`src/gat_lite_pkg.sv`:
```
package gat_lite_pkg;

  // feature memory addressing, 4096 words
  localparam int ADDR_W = 12;

  typedef logic [ADDR_W-1:0] addr_t;
  typedef logic [31:0]       data_t;
  typedef logic signed [15:0] weight_t;

  // node header as stored in feature memory
  // nbr_base carries an address in its low ADDR_W bits, the rest is padding
  typedef struct packed {
    logic [15:0] nbr_base;
    logic [15:0] nbr_cnt;
  } node_hdr_t;

  // the aggregator reads one memory word either as a header or as a feature
  typedef union packed {
    data_t     raw;
    node_hdr_t hdr;
  } node_word_u;

  // sticky debug flags, host_wr_seen is bit 4 and aggr_done_seen is bit 0
  typedef struct packed {
    logic host_wr_seen;
    logic dmvm_wr_seen;
    logic dmvm_done_seen;
    logic aggr_rd_seen;
    logic aggr_done_seen;
  } dbg_flags_t;

endpackage

```
`src/mem_port_if.sv`:
```
interface mem_port_if import gat_lite_pkg::*; ();

  logic  req;
  logic  we;
  addr_t addr;
  data_t wdata;
  logic  gnt;
  data_t rdata;

  // a requester holds req, we, addr and wdata until gnt is seen
  // read data comes back on rdata in the cycle after the grant
  modport requester (
    output req, we, addr, wdata,
    input  gnt, rdata
  );

  modport arbiter (
    input  req, we, addr, wdata,
    output gnt, rdata
  );

endinterface

```
`src/dmvm_unit.sv`:
```
module dmvm_unit import gat_lite_pkg::*; (
  input  logic           clk,
  input  logic           rst_n,
  input  logic           start_i,
  input  addr_t          src_base_i,
  input  addr_t          dst_base_i,
  input  logic [15:0]    len_i,
  input  weight_t        weight_i,
  mem_port_if.requester  mem,
  output logic           busy_o,
  output logic           wr_stb_o,
  output logic           done_o
);

  localparam logic [1:0] S_IDLE = 2'd0;
  localparam logic [1:0] S_RD   = 2'd1;
  localparam logic [1:0] S_WR   = 2'd2;
  localparam logic [1:0] S_DONE = 2'd3;

  logic [1:0]         state_q;
  logic [15:0]        idx_q;
  logic               rd_vld_q;
  addr_t              src_q;
  addr_t              dst_q;
  logic [15:0]        len_q;
  weight_t            weight_q;
  data_t              word_q;
  data_t              src_word;
  logic signed [47:0] prod;
  logic               last_elem;

  assign busy_o    = (state_q != S_IDLE);
  assign done_o    = (state_q == S_DONE);
  assign wr_stb_o  = (state_q == S_WR) && mem.gnt;
  assign last_elem = (idx_q + 16'd1 == len_q);

  // rdata carries the source word only in the first write cycle, later it comes from word_q
  assign src_word = rd_vld_q ? mem.rdata : word_q;
  assign prod     = $signed(src_word) * weight_q;

  // ##########################################################
  // memory port
  assign mem.req   = (state_q == S_RD) || (state_q == S_WR);
  assign mem.we    = (state_q == S_WR);
  assign mem.addr  = (state_q == S_WR) ? dst_q + idx_q[ADDR_W-1:0]
                                       : src_q + idx_q[ADDR_W-1:0];
  assign mem.wdata = prod[31:0];

  // ##########################################################
  // element sequencing
  always_ff @(posedge clk or negedge rst_n) begin
    if (!rst_n) begin
      state_q  <= S_IDLE;
      idx_q    <= '0;
      rd_vld_q <= 1'b0;
    end else begin
      rd_vld_q <= (state_q == S_RD) && mem.gnt;
      case (state_q)
        S_IDLE: begin
          if (start_i) begin
            idx_q   <= '0;
            state_q <= (len_i == 16'd0) ? S_DONE : S_RD;
          end
        end
        S_RD: begin
          if (mem.gnt) begin
            state_q <= S_WR;
          end
        end
        S_WR: begin
          if (mem.gnt) begin
            if (last_elem) begin
              state_q <= S_DONE;
            end else begin
              idx_q   <= idx_q + 16'd1;
              state_q <= S_RD;
            end
          end
        end
        default: begin
          state_q <= S_IDLE;
        end
      endcase
    end
  end

  always_ff @(posedge clk) begin
    if ((state_q == S_IDLE) && start_i) begin
      src_q    <= src_base_i;
      dst_q    <= dst_base_i;
      len_q    <= len_i;
      weight_q <= weight_i;
    end
    if (rd_vld_q) begin
      word_q <= mem.rdata;
    end
  end

endmodule

```
`src/flat_wrapper.sv`:
```
// flat-port wrapper written by rule: the top's interface ports become plain ports
module dmvm_unit_flat import gat_lite_pkg::*;
  (clk, rst_n, start_i, src_base_i, dst_base_i, len_i, weight_i, busy_o, wr_stb_o, done_o, mem_req, mem_we, mem_addr, mem_wdata, mem_gnt, mem_rdata);
  mem_port_if mem_i ();
  input  logic clk;
  input  logic rst_n;
  input  logic start_i;
  input  addr_t src_base_i;
  input  addr_t dst_base_i;
  input  logic [15:0] len_i;
  input  weight_t weight_i;
  output logic busy_o;
  output logic wr_stb_o;
  output logic done_o;
  output wire logic [$bits(mem_i.req)-1:0] mem_req;
  output wire logic [$bits(mem_i.we)-1:0] mem_we;
  output wire logic [$bits(mem_i.addr)-1:0] mem_addr;
  output wire logic [$bits(mem_i.wdata)-1:0] mem_wdata;
  input wire logic [$bits(mem_i.gnt)-1:0] mem_gnt;
  input wire logic [$bits(mem_i.rdata)-1:0] mem_rdata;
  assign mem_req = mem_i.req;
  assign mem_we = mem_i.we;
  assign mem_addr = mem_i.addr;
  assign mem_wdata = mem_i.wdata;
  assign mem_i.gnt = mem_gnt;
  assign mem_i.rdata = mem_rdata;
  dmvm_unit u_core (.clk(clk), .rst_n(rst_n), .start_i(start_i), .src_base_i(src_base_i), .dst_base_i(dst_base_i), .len_i(len_i), .weight_i(weight_i), .mem(mem_i), .busy_o(busy_o), .wr_stb_o(wr_stb_o), .done_o(done_o));
endmodule
```
`config.mk`:
```
export PLATFORM = sky130hd
export DESIGN_NAME = dmvm_unit_flat
export DESIGN_NICKNAME = d
export VERILOG_FILES = /design/src/gat_lite_pkg.sv /design/src/mem_port_if.sv /design/src/dmvm_unit.sv /design/src/flat_wrapper.sv
export SDC_FILE = /design/constraint.sdc
export NUM_CORES = 1
export LEC_CHECK = 0
export ABC_AREA = 1
export BUFFER_PORTS_ARGS = -buffer_cell sky130_fd_sc_hd__buf_4
export CORE_ASPECT_RATIO = 0.5
export CORE_MARGIN = 2
export CORE_UTILIZATION = 30
export CTS_CLUSTER_DIAMETER = 80
export DETAILED_ROUTE_END_ITERATION = 10
export SLEW_MARGIN = 20
export SYNTH_ARGS = -nofsm -noshare
export SYNTH_HDL_FRONTEND = slang
export SYNTH_SLANG_ARGS = --single-unit
```
`constraint.sdc`:
```
create_clock -name clk -period 17.85 [get_ports clk]
set_input_delay 5.355 -clock clk [delete_from_list [all_inputs] [get_ports clk]]
set_output_delay 5.355 -clock clk [all_outputs]
set_load 0.05 [all_outputs]
```
Yosys cells after proc, flatten, opt, wreduce, memory -nomap -nowiden
Index checks and enable logic that the tools add are counted.
{"block": "totals", "register_bits": 107, "output_inout_bits": 49}
{"block": "op_classes", "n_mux": 12, "mul": 1, "addsub": 3, "reduce_logical": 10, "n_eq_ne": 8}
{"operator": "$mux 16", "count": 3}
{"operator": "$mul 32x16->32", "count": 1}
{"operator": "$mux 32", "count": 1}
{"operator": "$pmux 16 s2", "count": 1}
{"operator": "$add 12x12->12", "count": 2}
{"operator": "$add 16x1->16 const B", "count": 1}
{"operator": "$eq 16x16->1", "count": 1}
{"operator": "$logic_not 16->1", "count": 1}
{"operator": "$mux 12", "count": 1}
{"operator": "$mux 2", "count": 5}
{"operator": "$ne 2x2->1 const B", "count": 3}
{"operator": "$pmux 2 s3", "count": 1}
{"operator": "$eq 2x2->1 const B", "count": 2}
{"operator": "$reduce_and 4->1", "count": 1}
{"operator": "$reduce_bool 2->1", "count": 2}
{"operator": "$logic_and 1x1->1", "count": 3}
{"operator": "$reduce_and 3->1", "count": 1}
{"operator": "$eq 2x1->1 const B", "count": 1}
{"operator": "$logic_not 2->1", "count": 1}
{"operator": "$ne 2x1->1 const B", "count": 1}
{"operator": "$logic_or 1x1->1", "count": 1}

Depth between registers and ports, before layout
Gate-level depths: netlist of run 1.
{"block": "logic_depth", "ltp_word": 5, "mapped_depth": 31, "ltp_nobuf": 28}

Least setup slack after synthesis of run 1
No wires, ideal clock.
{"block": "synth_path", "path_type": "input port to output port", "start": "input port mem_rdata[13]", "end": "output port mem_wdata[29]", "n_path_buf": 1, "setup_slack_ps": 1360, "stages": 24, "arrival_ps": 11135, "path_cell_list": "or2_2 > nand2_1 > inv_1 > clkbuf_1 > nand2_1 > fa_1 > fa_1 > fa_1 > inv_1 > fa_1 > fa_1 > inv_1 > fa_1 > inv_1 > ha_1 > nand2_1 > inv_1 > nand2_1 > nor2_1 > nand4_1 > nand3_1 > a21oi_1 > o21ai_0 > xor2_1"}
{"block": "synth_via", "elab_chain_len": 2}
{"element": "start, declared", "line": "flat_wrapper.sv:20", "rtl": "input wire logic [$bits(mem_i.rdata)-1:0] mem_rdata;"}
{"element": "$mux 32"}
{"element": "named net u_core.src_word[13]", "line": "dmvm_unit.sv:28", "rtl": "data_t src_word;"}
{"element": "$mul 32x16->32", "line": "dmvm_unit.sv:39", "rtl": "assign prod = $signed(src_word) * weight_q;"}
{"element": "end, declared", "line": "flat_wrapper.sv:18", "rtl": "output wire logic [$bits(mem_i.wdata)-1:0] mem_wdata;"}
The timed path passes the listed nets, and every way through them passes these cells.

Final worst setup path of run 1
{"block": "layout_path", "start": "input port mem_rdata[4]", "end": "output port mem_wdata[29]"}
The elaborated chain is that of the path after synthesis.

==> reports/summary.txt, run 1 <==
Status: completed
Unrepaired setup endpoints after global routing: false
WP data required: 12.49 ns
Fraction of layout cells with a size suffix above 1: 0.105
1st-iter DRT viols: 1036
HP Class: reg2reg
PortBufs: 140
Crit. Startpoint: mem_rdata[4]
CTS sink cnt: 107
Crit path launch type: primary input
WP data arrival: 11.96 ns
Post-placement cell count: 3002
Final worst setup slack: 0.535 ns
First-pass GRT wire length: 78.3 mm
Routed wire length: 48.0 mm
Max-Cap Viols: 0
Die W: 343 um
Synth cell types: 43
CTS tree: yes
DR WL/cell: 15.9 um
Minimum clock period: 17.32 ns
Final period util: 0.970
Simple-Gate Fraction of Synth Area: 0.211
Overflow after GRT: 0
Slew @ Worst Pin: 1.13 ns
DR vias/cell: 4.57
Die area: 0.0594 mm2
# DRC: 0
H-tree level count: 3
Pre-CTS setup slack: 0.543 ns
Post-Syn Instances: 2138
Synth area leaders: fa_1 (35%), nand2_1 (11%), inv_1 (11%), edfxtp_1 (9.8%), ha_1 (7.9%)
Mux contribution to synthesized area: 0
Pin count of the biggest net entering global routing: 43
Final Hold Fails: 0
Hold Buf Count CTS: 0
Yosys top cell by area: fa_1
Reg-to-reg startpoint: u_core.state_q[0]$_DFFE_PN0P_
Max Freq: 57.8 MHz
Rows: 61
Sequential share of the synthesized area: 0.163
HP Start: u_core.word_q[30]$_DFF_P_
Drt first pass iters: 7
Fin Hold WS: 0.505 ns
Synth Area in XOR/XNOR: 0.0285
Crit-path max FO: 10
Flop2flop setup slack: 14.61 ns
Seq cells post-synth: 107
Number of standard cells in the layout, taps in and fillers out: 3018
Core Box Area: 0.0561 mm2
Mapped Area: 0.0172 mm2
Total GRT Usage: 0.168
YS warnings: 0
Initial Utilization: 0.307
DIE HEIGHT: 173 um
Syn Nets: 2643
CP endpoint kind: output port
Synth Area in Adders: 0.434
Setup-failing EPs final: 0
Worst rel slew slack: 0.246
Remaining antenna violation count: 0
Final setup TNS: 0 ns
Detailed placement HPWL: 39.7 mm
Crit Path Class: in2out
CTS Buffer Depth: 2
Post-synthesis compound-gate area fraction: 0.0389
CTS resizes: 0
Post-CTS setup buffers: 0
Vias in the first global route: 14636
Max-slew violations: 0
Initial antenna violation count: 0
Largest family of logic cells by synthesized area: adder cells
Area Overhead vs Synth: 13.0%
GPL Wtd Cong: 0.946
Worst Clk Skew: 0.0105 ns
Total CTS buffers: 9
IO Count: 141
Clock transition at path regs: 0.08 ns
Clk root buf: clkbuf_16
Nets: 2762
Worst skew pair latency: 0.38 ns
Fill cells: 5889
Mapped Avg Cell Area: 8.05 um2
Top-area cell type share of the netlist area: 0.355
Antenna Cells: 0
Via count: 13807
## cell usage in the layout, fill, tap and decap left out, types with 31 or more instances in the layout
cell      Yosys  layout
buf_4         1     163
dfxtp_1      32      32
nand3_1      47      47
nand2_1     503     503
ha_1        108     108
inv_1       495     494
xor2_1       36      36
o21ai_0      32      31
edfxtp_1     56      56
fa_1        305     305
a21oi_1      46      45
nor2_1      243     243
## through the flow
step                area (um2)   util
floorplan                17200      -
global placement         19100  0.341
detailed placement       19100  0.341
CTS                      19400  0.346
global route             19400  0.346
finish                   19400  0.346
## worst max-delay path, stage by stage
cell	delay [ns]
buf_4	0.10
or2_2	0.30
o21ai_2	0.27
clkinv_1	0.54
nand2_1	0.19
fa_1	0.43
inv_1	0.09
fa_1	0.41
fa_1	0.51
fa_1	0.43
fa_1	0.49
inv_1	0.05
fa_1	0.51
inv_1	0.05
ha_1	0.32
a21oi_1	0.23
o21ai_0	0.16
a21oi_1	0.37
nand3_1	0.32
a21oi_1	0.31
o21ai_0	0.13
xor2_1	0.15
buf_4	0.22
## synth_stat cells (all sizes together)
cell	instances
a211oi	2
a21boi	1
a21o	6
a21oi	46
a221oi	1
a31o	1
a31oi	4
and2	1
buf	12
clkbuf	43
clkinv	18
dfrtp	19
dfxtp	32
edfxtp	56
fa	305
ha	108
inv	496
nand2	509
nand3	49
nand3b	9
nand4	24
nor2	251
nor3	2
nor4	7
o21ai	44
o21bai	4
o221a	1
o221ai	1
o311ai	2
or2	27
or3	1
xnor2	20
xor2	36
## logic make-up (layout without fill, tap and decap cells)
kind of cell | count (synthesis) | count (layout)
AND/OR/NAND/NOR | 880 | 880
buffers and inverters | 569 | 693
adder cells (fa/ha/maj) | 413 | 413
AO/OA/AOI/OAI | 113 | 113
flip-flops | 107 | 107
XOR/XNOR | 56 | 56
## layout make-up
type                    count  area (um2)  area share
multi-input cells        1462       12300       0.630
flip-flops and latches    107        2800       0.144
inverters                 514        1930      0.0993
repair buffers            163        1220      0.0630
well taps                 756         946      0.0487
clock buffers              10         229      0.0118
clock inverters             6        58.8     0.00303
## path summary, 6_finish.rpt
path,to,cells past startpoint
setup / recovery,mem_wdata[29],23
hold / removal,u_core.word_q[30]$_DFF_P_,2
setup reg to reg,u_core.idx_q[2]$_DFFE_PN0P_,13
hold reg to reg,u_core.word_q[30]$_DFF_P_,2
max in group asynchronous,u_core.rd_vld_q$_DFF_PN0_,1
min in group asynchronous,u_core.state_q[0]$_DFFE_PN0P_,1
## sequential cells by signal, indices dropped and copies added (netlist names)
signal           flops
u_core.dst_q        12
u_core.idx_q        16
u_core.len_q        16
u_core.rd_vld_q      1
u_core.src_q        12
u_core.state_q       2
u_core.weight_q     16
u_core.word_q       32
## per-layer routing
metal / vias up / track usage / routed length (um)
li1: 6544 / - / -
met1: 6754 / 0.213 / 20400
met5: - / 0 / 0
met3: 75 / 0.0302 / 2960
met4: 0 / 0.0444 / 1210
met2: 434 / 0.294 / 23400
Power of run 1 is left out: the tool's default activity adds up to more than one toggle a clock period on the data nets, which glitch-free logic cannot reach.
==> run 2, diff against run 1 <==
==> constraint.sdc (replaced) <==
create_clock -name clk -period 17.85 [get_ports clk]
set_input_delay 1.785 -clock clk [delete_from_list [all_inputs] [get_ports clk]]
set_output_delay 1.785 -clock clk [all_outputs]
set_load 0.05 [all_outputs]
==> run 2 against run 1 <==
Maximum frequency grew 74%. Core utilization shrank 0.14 points. Critical path depth shrank 1. Via count grew 0.45%. Critical path type unchanged. Sequential share of layout area grew 0.058 points. First-iteration DRC count shrank 17%. Count of clock-buffer cells in the layout shrank 1. Sequential cell count is the same. Non-clock buffer count shrank 11. Register-to-register slack lost 0.07 ns.
==> reports/summary.txt, run 2 (synthesis gave the netlist of run 1 again) <==
Status: completed (unchanged)
IO Count: 141 (unchanged)
GPL Wtd Cong: 0.947 (was 0.946)
Die W: 343 um (unchanged)
Crit Path Class: in2out (unchanged)
Biggest register: u_core.word_q (unchanged)
Core Box Area: 0.0561 mm2 (unchanged)
Post-CTS setup buffers: 0 (unchanged)
Routed wire length: 47.9 mm (was 48.0 mm)
Final worst setup slack: 7.87 ns (was 0.535 ns)
Slowest CP cell: fa_1 (was clkinv_1)
Clock transition at path regs: 0.08 ns (about the same)
Total GRT Usage: 0.167 (was 0.168)
CTS sink cnt: 107 (unchanged)
DR vias/cell: 4.61 (was 4.57)
Cells on worst reg2reg path: 13 (unchanged)
Max-slew violations: 0 (unchanged)
Rows: 61 (unchanged)
Detailed placement HPWL: 39.2 mm (was 39.7 mm)
HP Start: u_core.word_q[31]$_DFF_P_ (was u_core.word_q[30]$_DFF_P_)
Minimum clock period: 9.98 ns (was 17.32 ns)
Crit Reg-Reg Endpoint: u_core.idx_q[2]$_DFFE_PN0P_ (unchanged)
CTS Buffer Depth: 2 (unchanged)
WHS Endpoint: u_core.word_q[31]$_DFF_P_ (was u_core.word_q[30]$_DFF_P_)
Via count: 13869 (was 13807)
DR WL/cell: 15.9 um (about the same)
HP Class: reg2reg (unchanged)
Die area: 0.0594 mm2 (unchanged)
Worst path max stage delay: 0.53 ns (was 0.54 ns)
CP endpoint kind: output port (unchanged)
1st-iter DRT viols: 865 (was 1036)
Final Hold Fails: 0 (unchanged)
Unrepaired setup endpoints after global routing: false (unchanged)
DIE HEIGHT: 173 um (unchanged)
Crit path launch type: primary input (unchanged)
Clk root buf: clkbuf_16 (unchanged)
Leading cell type in the layout, fill and taps excluded: nand2_1 (unchanged)
Slew @ Worst Pin: 1.17 ns (was 1.13 ns)
WP data required: 16.06 ns (was 12.49 ns)
Max reg flops: 32 (unchanged)
Worst Clk Skew: 0.0133 ns (was 0.0105 ns)
Area Overhead vs Synth: 12.5% (was 13.0%)
Final period util: 0.559 (was 0.970)
Initial Utilization: 0.307 (unchanged)
Crit-path max FO: 9 (was 10)
Pin count of the biggest net entering global routing: 43 (unchanged)
Pre-CTS setup slack: 7.92 ns (was 0.543 ns)
Worst rel slew slack: 0.222 (was 0.246)
WHS Path Cells: 2 (unchanged)
Overflow after GRT: 0 (unchanged)
Most Frequent Cell on Critical Path: fa_1 (unchanged)
Vias in the first global route: 14506 (was 14636)
Flop2flop setup slack: 14.54 ns (was 14.61 ns)
Worst skew pair latency: 0.39 ns (was 0.38 ns)
PortBufs: 140 (unchanged)
Setup-failing EPs final: 0 (unchanged)
# DRC: 0 (unchanged)
WP data arrival: 8.19 ns (was 11.96 ns)
Final setup TNS: 0 ns (unchanged)
CTS tree: yes (unchanged)
H-tree level count: 3 (unchanged)
First-pass GRT wire length: 77.9 mm (was 78.3 mm)
Fraction of layout cells with a size suffix above 1: 0.100 (was 0.105)
Hold Buf Count CTS: 0 (unchanged)
Max Freq: 100 MHz (was 57.8 MHz)
Antenna Cells: 0 (unchanged)
Crit. Startpoint: mem_rdata[14] (was mem_rdata[4])
Total CTS buffers: 9 (unchanged)
Post-placement cell count: 2991 (was 3002)
Most frequent cells in the layout: nand2_1 (503), inv_1 (494), fa_1 (305) (unchanged)
Initial antenna violation count: 0 (unchanged)
Number of standard cells in the layout, taps in and fillers out: 3007 (was 3018)
CTS resizes: 0 (unchanged)
Drt first pass iters: 7 (unchanged)
Max-Cap Viols: 0 (unchanged)
Remaining antenna violation count: 0 (unchanged)
Nets: 2751 (was 2762)
Worst path cell trace: buf_4, o21ai_2, clkinv_1, nand2_1, fa_1, fa_1, fa_1, inv_1, fa_1, fa_1, inv_1, fa_1, inv_1, ha_1, a21oi_1, o21ai_0, a21oi_1, nand3_1, a21oi_1, o21ai_0, xor2_1, buf_4 (was buf_4, or2_2, o21ai_2, clkinv_1, nand2_1, fa_1, inv_1, fa_1, fa_1, fa_1, fa_1, inv_1, fa_1, inv_1, ha_1, a21oi_1, o21ai_0, a21oi_1, nand3_1, a21oi_1, o21ai_0, xor2_1, buf_4)
Reg-to-reg startpoint: u_core.state_q[0]$_DFFE_PN0P_ (unchanged)
Finished Core Util: 0.345 (was 0.346)
run 2: cell count changes in the layout (fill, tap and decap cells not counted), sizes merged:
cell / change
buf: -11
clkbuf: -1
clkinvlp: +1
run 2: layer usage:
layer / track usage / up-vias / part of all wire
met4: 0.0468 / 0 / 0.027
met3: 0.0234 / 71 / 0.047
met5: 0 / - / 0
met2: 0.293 / 345 / 0.49
li1: - / 6516 / -
met1: 0.214 / 6937 / 0.43
run 2: layout make-up:
cell class / instances / area, um2
flip-flops and latches: 107 / 2800
clock buffers: 9 / 225
well taps: 756 / 946
fillers: 5910 / 36700
repair buffers: 152 / 1140
clock inverters: 7 / 67.6
multi-input cells: 1462 / 12300
inverters: 514 / 1930
run 2: how the worst max path moves through the flow:
stage | slack [ns] | end
global placement | 7.93 | mem_wdata[29]
detailed placement | 7.92 | mem_wdata[29]
finish | 7.87 | mem_wdata[29]
global route | 7.49 | mem_wdata[29]
floorplan | 8.50 | mem_wdata[29]
CTS | 7.91 | mem_wdata[29]
run 2: through the flow:
stage                     instance area [um2]  hold slack (ns)
after global placement                  19100            0.469
after floorplan                         17200            0.437
final                                   19400            0.502
after CTS                               19400            0.499
after detailed placement                19100            0.479
after global routing                    19400            0.535
run 2: worst max-delay path, delay by kind of cell:
| family | cells | cell delay (ns) |
|---|---|---|
| fa+ha+maj | 7 | 3.37 |
| compound gates | 6 | 1.50 |
| buf+inv | 6 | 0.97 |
| simple gates | 2 | 0.40 |
| xor+xnor | 1 | 0.15 |
Power of run 2 is left out for the same reason.
==> run 3, diff against run 2 <==
--- a/config.mk
+++ b/config.mk
@@ -5,7 +5,7 @@
 export SDC_FILE = /design/constraint.sdc
 export NUM_CORES = 1
 export LEC_CHECK = 0
-export ABC_AREA = 1
+export ABC_AREA = 0
 export BUFFER_PORTS_ARGS = -buffer_cell sky130_fd_sc_hd__buf_4
 export CORE_ASPECT_RATIO = 0.5
 export CORE_MARGIN = 2
==> constraint.sdc (replaced) <==
create_clock -name clk -period 9.5 [get_ports clk]
set_input_delay 0.95 -clock clk [delete_from_list [all_inputs] [get_ports clk]]
set_output_delay 0.95 -clock clk [all_outputs]
set_load 0.05 [all_outputs]
==> run 3 against run 2 <==
Count of clock-buffer cells in the layout rose by 1. First-iteration DRC count down 20%. Wire length down 14%. Die area down 2.0%. Sequential share of layout area is 0.30 points higher.
==> reports/summary.txt, run 3 <==
Seq cells post-synth: 107 (unchanged)
Most frequent cells in the layout: inv_1 (401), fa_1 (305), nand2_1 (223) (was nand2_1 (503), inv_1 (494), fa_1 (305))
Worst rel slew slack: 0.161 (was 0.222)
Async SR Flop Fraction: 0.178 (unchanged)
Sequential share of the synthesized area: 0.166 (was 0.163)
Initial Utilization: 0.304 (was 0.307)
Hold Buf Count CTS: 0 (unchanged)
Vias in the first global route: 12852 (was 14506)
Worst skew pair latency: 0.37 ns (was 0.39 ns)
Post-Syn Instances: 1789 (was 2138)
Die W: 339 um (was 343 um)
Overflow after GRT: 0 (unchanged)
PortBufs: 140 (unchanged)
Largest family of logic cells by synthesized area: adder cells (unchanged)
Flop2flop setup slack: 6.29 ns (was 14.54 ns)
Max-slew violations: 0 (unchanged)
Worst path max stage delay: 0.55 ns (was 0.53 ns)
Synth cell count leaders: inv_1 (401), fa_1 (305), nand2_1 (223) (was nand2_1 (503), inv_1 (495), fa_1 (305))
Detailed placement HPWL: 33.4 mm (was 39.2 mm)
Setup-failing EPs final: 0 (unchanged)
Cell area after layout: 0.0190 mm2 (was 0.0194 mm2)
Number of synthesized flops with an enable pin: 56 (unchanged)
Post-synthesis compound-gate area fraction: 0.0518 (was 0.0389)
Crit path max-delay family: adder cells (unchanged)
Ys flop type: edfxtp_1 (unchanged)
DR vias/cell: 4.49 (was 4.61)
Synth cell types: 59 (was 43)
Pin count of the biggest net entering global routing: 57 (was 43)
Biggest register: u_core.word_q (unchanged)
Syn Nets: 2294 (was 2643)
Max Freq: 116 MHz
Routed wire length: 41.0 mm (was 47.9 mm)
Remaining antenna violation count: 0 (unchanged)
# DRC: 0 (unchanged)
Minimum clock period: 8.66 ns
CTS tree: yes (unchanged)
Mapped Avg Cell Area: 9.42 um2 (was 8.05 um2)
DP Area: 0.0187 mm2 (was 0.0191 mm2)
1st-iter DRT viols: 692 (was 865)
CTS Buffer Depth: 2 (unchanged)
Via count: 11862 (was 13869)
Clock transition at path regs: 0.08 ns (about the same)
H-tree level count: 3 (unchanged)
Leading cell type in the layout, fill and taps excluded: inv_1 (was nand2_1)
Rows: 61 (unchanged)
Antenna Cells: 0 (unchanged)
YS warnings: 0 (unchanged)
Top-area cell type share of the netlist area: 0.362 (was 0.355)
Area Overhead vs Synth: 12.6% (was 12.5%)
Worst path cell trace: buf_4, mux2_2, and2_1, fa_1, inv_1, fa_1, fa_1, inv_1, fa_1, fa_1, inv_1, fa_1, inv_1, ha_1, nand3_1, a211oi_1, o41ai_1, a31oi_1, o21ai_0, a21oi_1, mux2_2, o2111ai_1, buf_4 (was buf_4, o21ai_2, clkinv_1, nand2_1, fa_1, fa_1, fa_1, inv_1, fa_1, fa_1, inv_1, fa_1, inv_1, ha_1, a21oi_1, o21ai_0, a21oi_1, nand3_1, a21oi_1, o21ai_0, xor2_1, buf_4)
IO Count: 141 (unchanged)
Synth Area in XOR/XNOR: 0.0442 (was 0.0285)
Total GRT Usage: 0.147 (was 0.167)
Total CTS buffers: 9 (unchanged)
CP endpoint kind: output port (unchanged)
Mapped Area: 0.0168 mm2 (was 0.0172 mm2)
Post-CTS setup buffers: 0 (unchanged)
HP Class: in2async (was reg2reg)
Synth Area in Adders: 0.443 (was 0.434)
Die area: 0.0582 mm2 (was 0.0594 mm2)
Max reg flops: 32 (unchanged)
CTS resizes: 0 (unchanged)
Drt first pass iters: 5 (was 7)
Unrepaired setup endpoints after global routing: false (unchanged)
WP data arrival: 7.71 ns (was 8.19 ns)
Crit Path Class: reg2out (was in2out)
Simple-Gate Fraction of Synth Area: 0.158 (was 0.211)
WP data required: 8.55 ns (was 16.06 ns)
CTS sink cnt: 107 (unchanged)
Final Hold Fails: 0 (unchanged)
Yosys top cell by area: fa_1 (unchanged)
Core Box Area: 0.0555 mm2 (was 0.0561 mm2)
Pre-CTS setup slack: 1.05 ns (was 7.92 ns)
First-pass GRT wire length: 68.0 mm (was 77.9 mm)
Mux contribution to synthesized area: 0.0306 (was 0)
Final setup TNS: 0 ns (unchanged)
Crit-path max FO: 32 (was 9)
DIE HEIGHT: 172 um (was 173 um)
Final period util: 0.911
Slowest CP cell: mux2_2 (was fa_1)
Crit path launch type: register (was primary input)
Max-Cap Viols: 0 (unchanged)
DR WL/cell: 15.5 um (was 15.9 um)
Most Frequent Cell on Critical Path: fa_1 (unchanged)
CP Buf/Inv Count: 6 (unchanged)
GPL Wtd Cong: 0.840 (was 0.947)
Fraction of layout cells with a size suffix above 1: 0.124 (was 0.100)
Initial antenna violation count: 2 (was 0)
Slew @ Worst Pin: 1.26 ns (was 1.17 ns)
Synth area leaders: fa_1 (36%), edfxtp_1 (10%), inv_1 (8.9%), ha_1 (8.0%), and2_1 (6.5%) (was fa_1 (35%), nand2_1 (11%), inv_1 (11%), edfxtp_1 (9.8%), ha_1 (7.9%))
Status: completed (unchanged)
Worst Clk Skew: 0.00642 ns (was 0.0133 ns)
Final worst setup slack: 0.842 ns (was 7.87 ns)
Clk root buf: clkbuf_16 (unchanged)
Nets: 2386 (was 2751)
Count leader, synth: inv_1 (was nand2_1)
[run 3: cell types whose count changed after synthesis, sizes merged, moves of 44 or more]
cell and change:
mux2 +44, inv -95, xnor2 +45, nand2 -286
and2 +175, nor2 -208
[run 3: area by class of cell]
class,count,area (um2)
Fill cell,5668,36500
Multi-Input combinational cell,1207,12300
Sequential cell,107,2800
Inverter,402,1510
Timing Repair Buffer,154,1160
Tap cell,756,946
Clock buffer,10,229
Clock inverter,6,82.6
[run 3: cells by family after synthesis]
| kind of cell | count (synthesis) |
|---|---|
| buffers and inverters | 475 |
| adder cells (fa/ha/maj) | 413 |
| multiplexers | 46 |
| AO/OA/AOI/OAI | 130 |
| XOR/XNOR | 85 |
| AND/OR/NAND/NOR | 533 |
| flip-flops | 107 |
[run 3: through the flow]
step | util | hold WS, ns | instances
2_1_floorplan | - | 0.451 | 1789
3_3_place_gp | 0.336 | 0.459 | 2626
3_5_place_dp | 0.336 | 0.464 | 2626
4_1_cts | 0.342 | 0.457 | 2642
5_1_grt | 0.342 | 0.461 | 2642
6_report | 0.342 | 0.456 | 2642
[run 3: worst register-to-register path: stages (launching register included)]
cell and delay [ns]:
dfrtp_1 0.55, nand4_1 0.36, or3_4 0.50, and3_1 0.15, o21ai_1 0.24, a2111oi_4 0.10, a21boi_2 0.65, and2_4 0.40
o221ai_1 0.13
[run 3: final timing paths]
kind | to | from | cells past startpoint
setup reg to reg | u_core.idx_q[13]$_DFFE_PN0P_ | u_core.idx_q[2]$_DFFE_PN0P_ | 8
hold reg to reg | u_core.word_q[31]$_DFF_P_ | u_core.word_q[31]$_DFF_P_ | 1
setup / recovery | mem_wdata[30] | u_core.rd_vld_q$_DFF_PN0_ | 23
min in group clk | u_core.word_q[31]$_DFF_P_ | u_core.word_q[31]$_DFF_P_ | 1
hold / removal | u_core.state_q[1]$_DFFE_PN0P_ | rst_n | 1
max in group asynchronous | u_core.idx_q[6]$_DFFE_PN0P_ | rst_n | 1
[run 3: layer usage]
metal,share of wire,wire length (um),track usage,vias up
met5,0,0,0,-
met4,0.0097,399,0.0236,0
met3,0.032,1330,0.0155,23
met2,0.51,21100,0.276,225
met1,0.44,18200,0.185,6015
li1,-,-,-,5599
Power of run 3 is left out for the same reason.
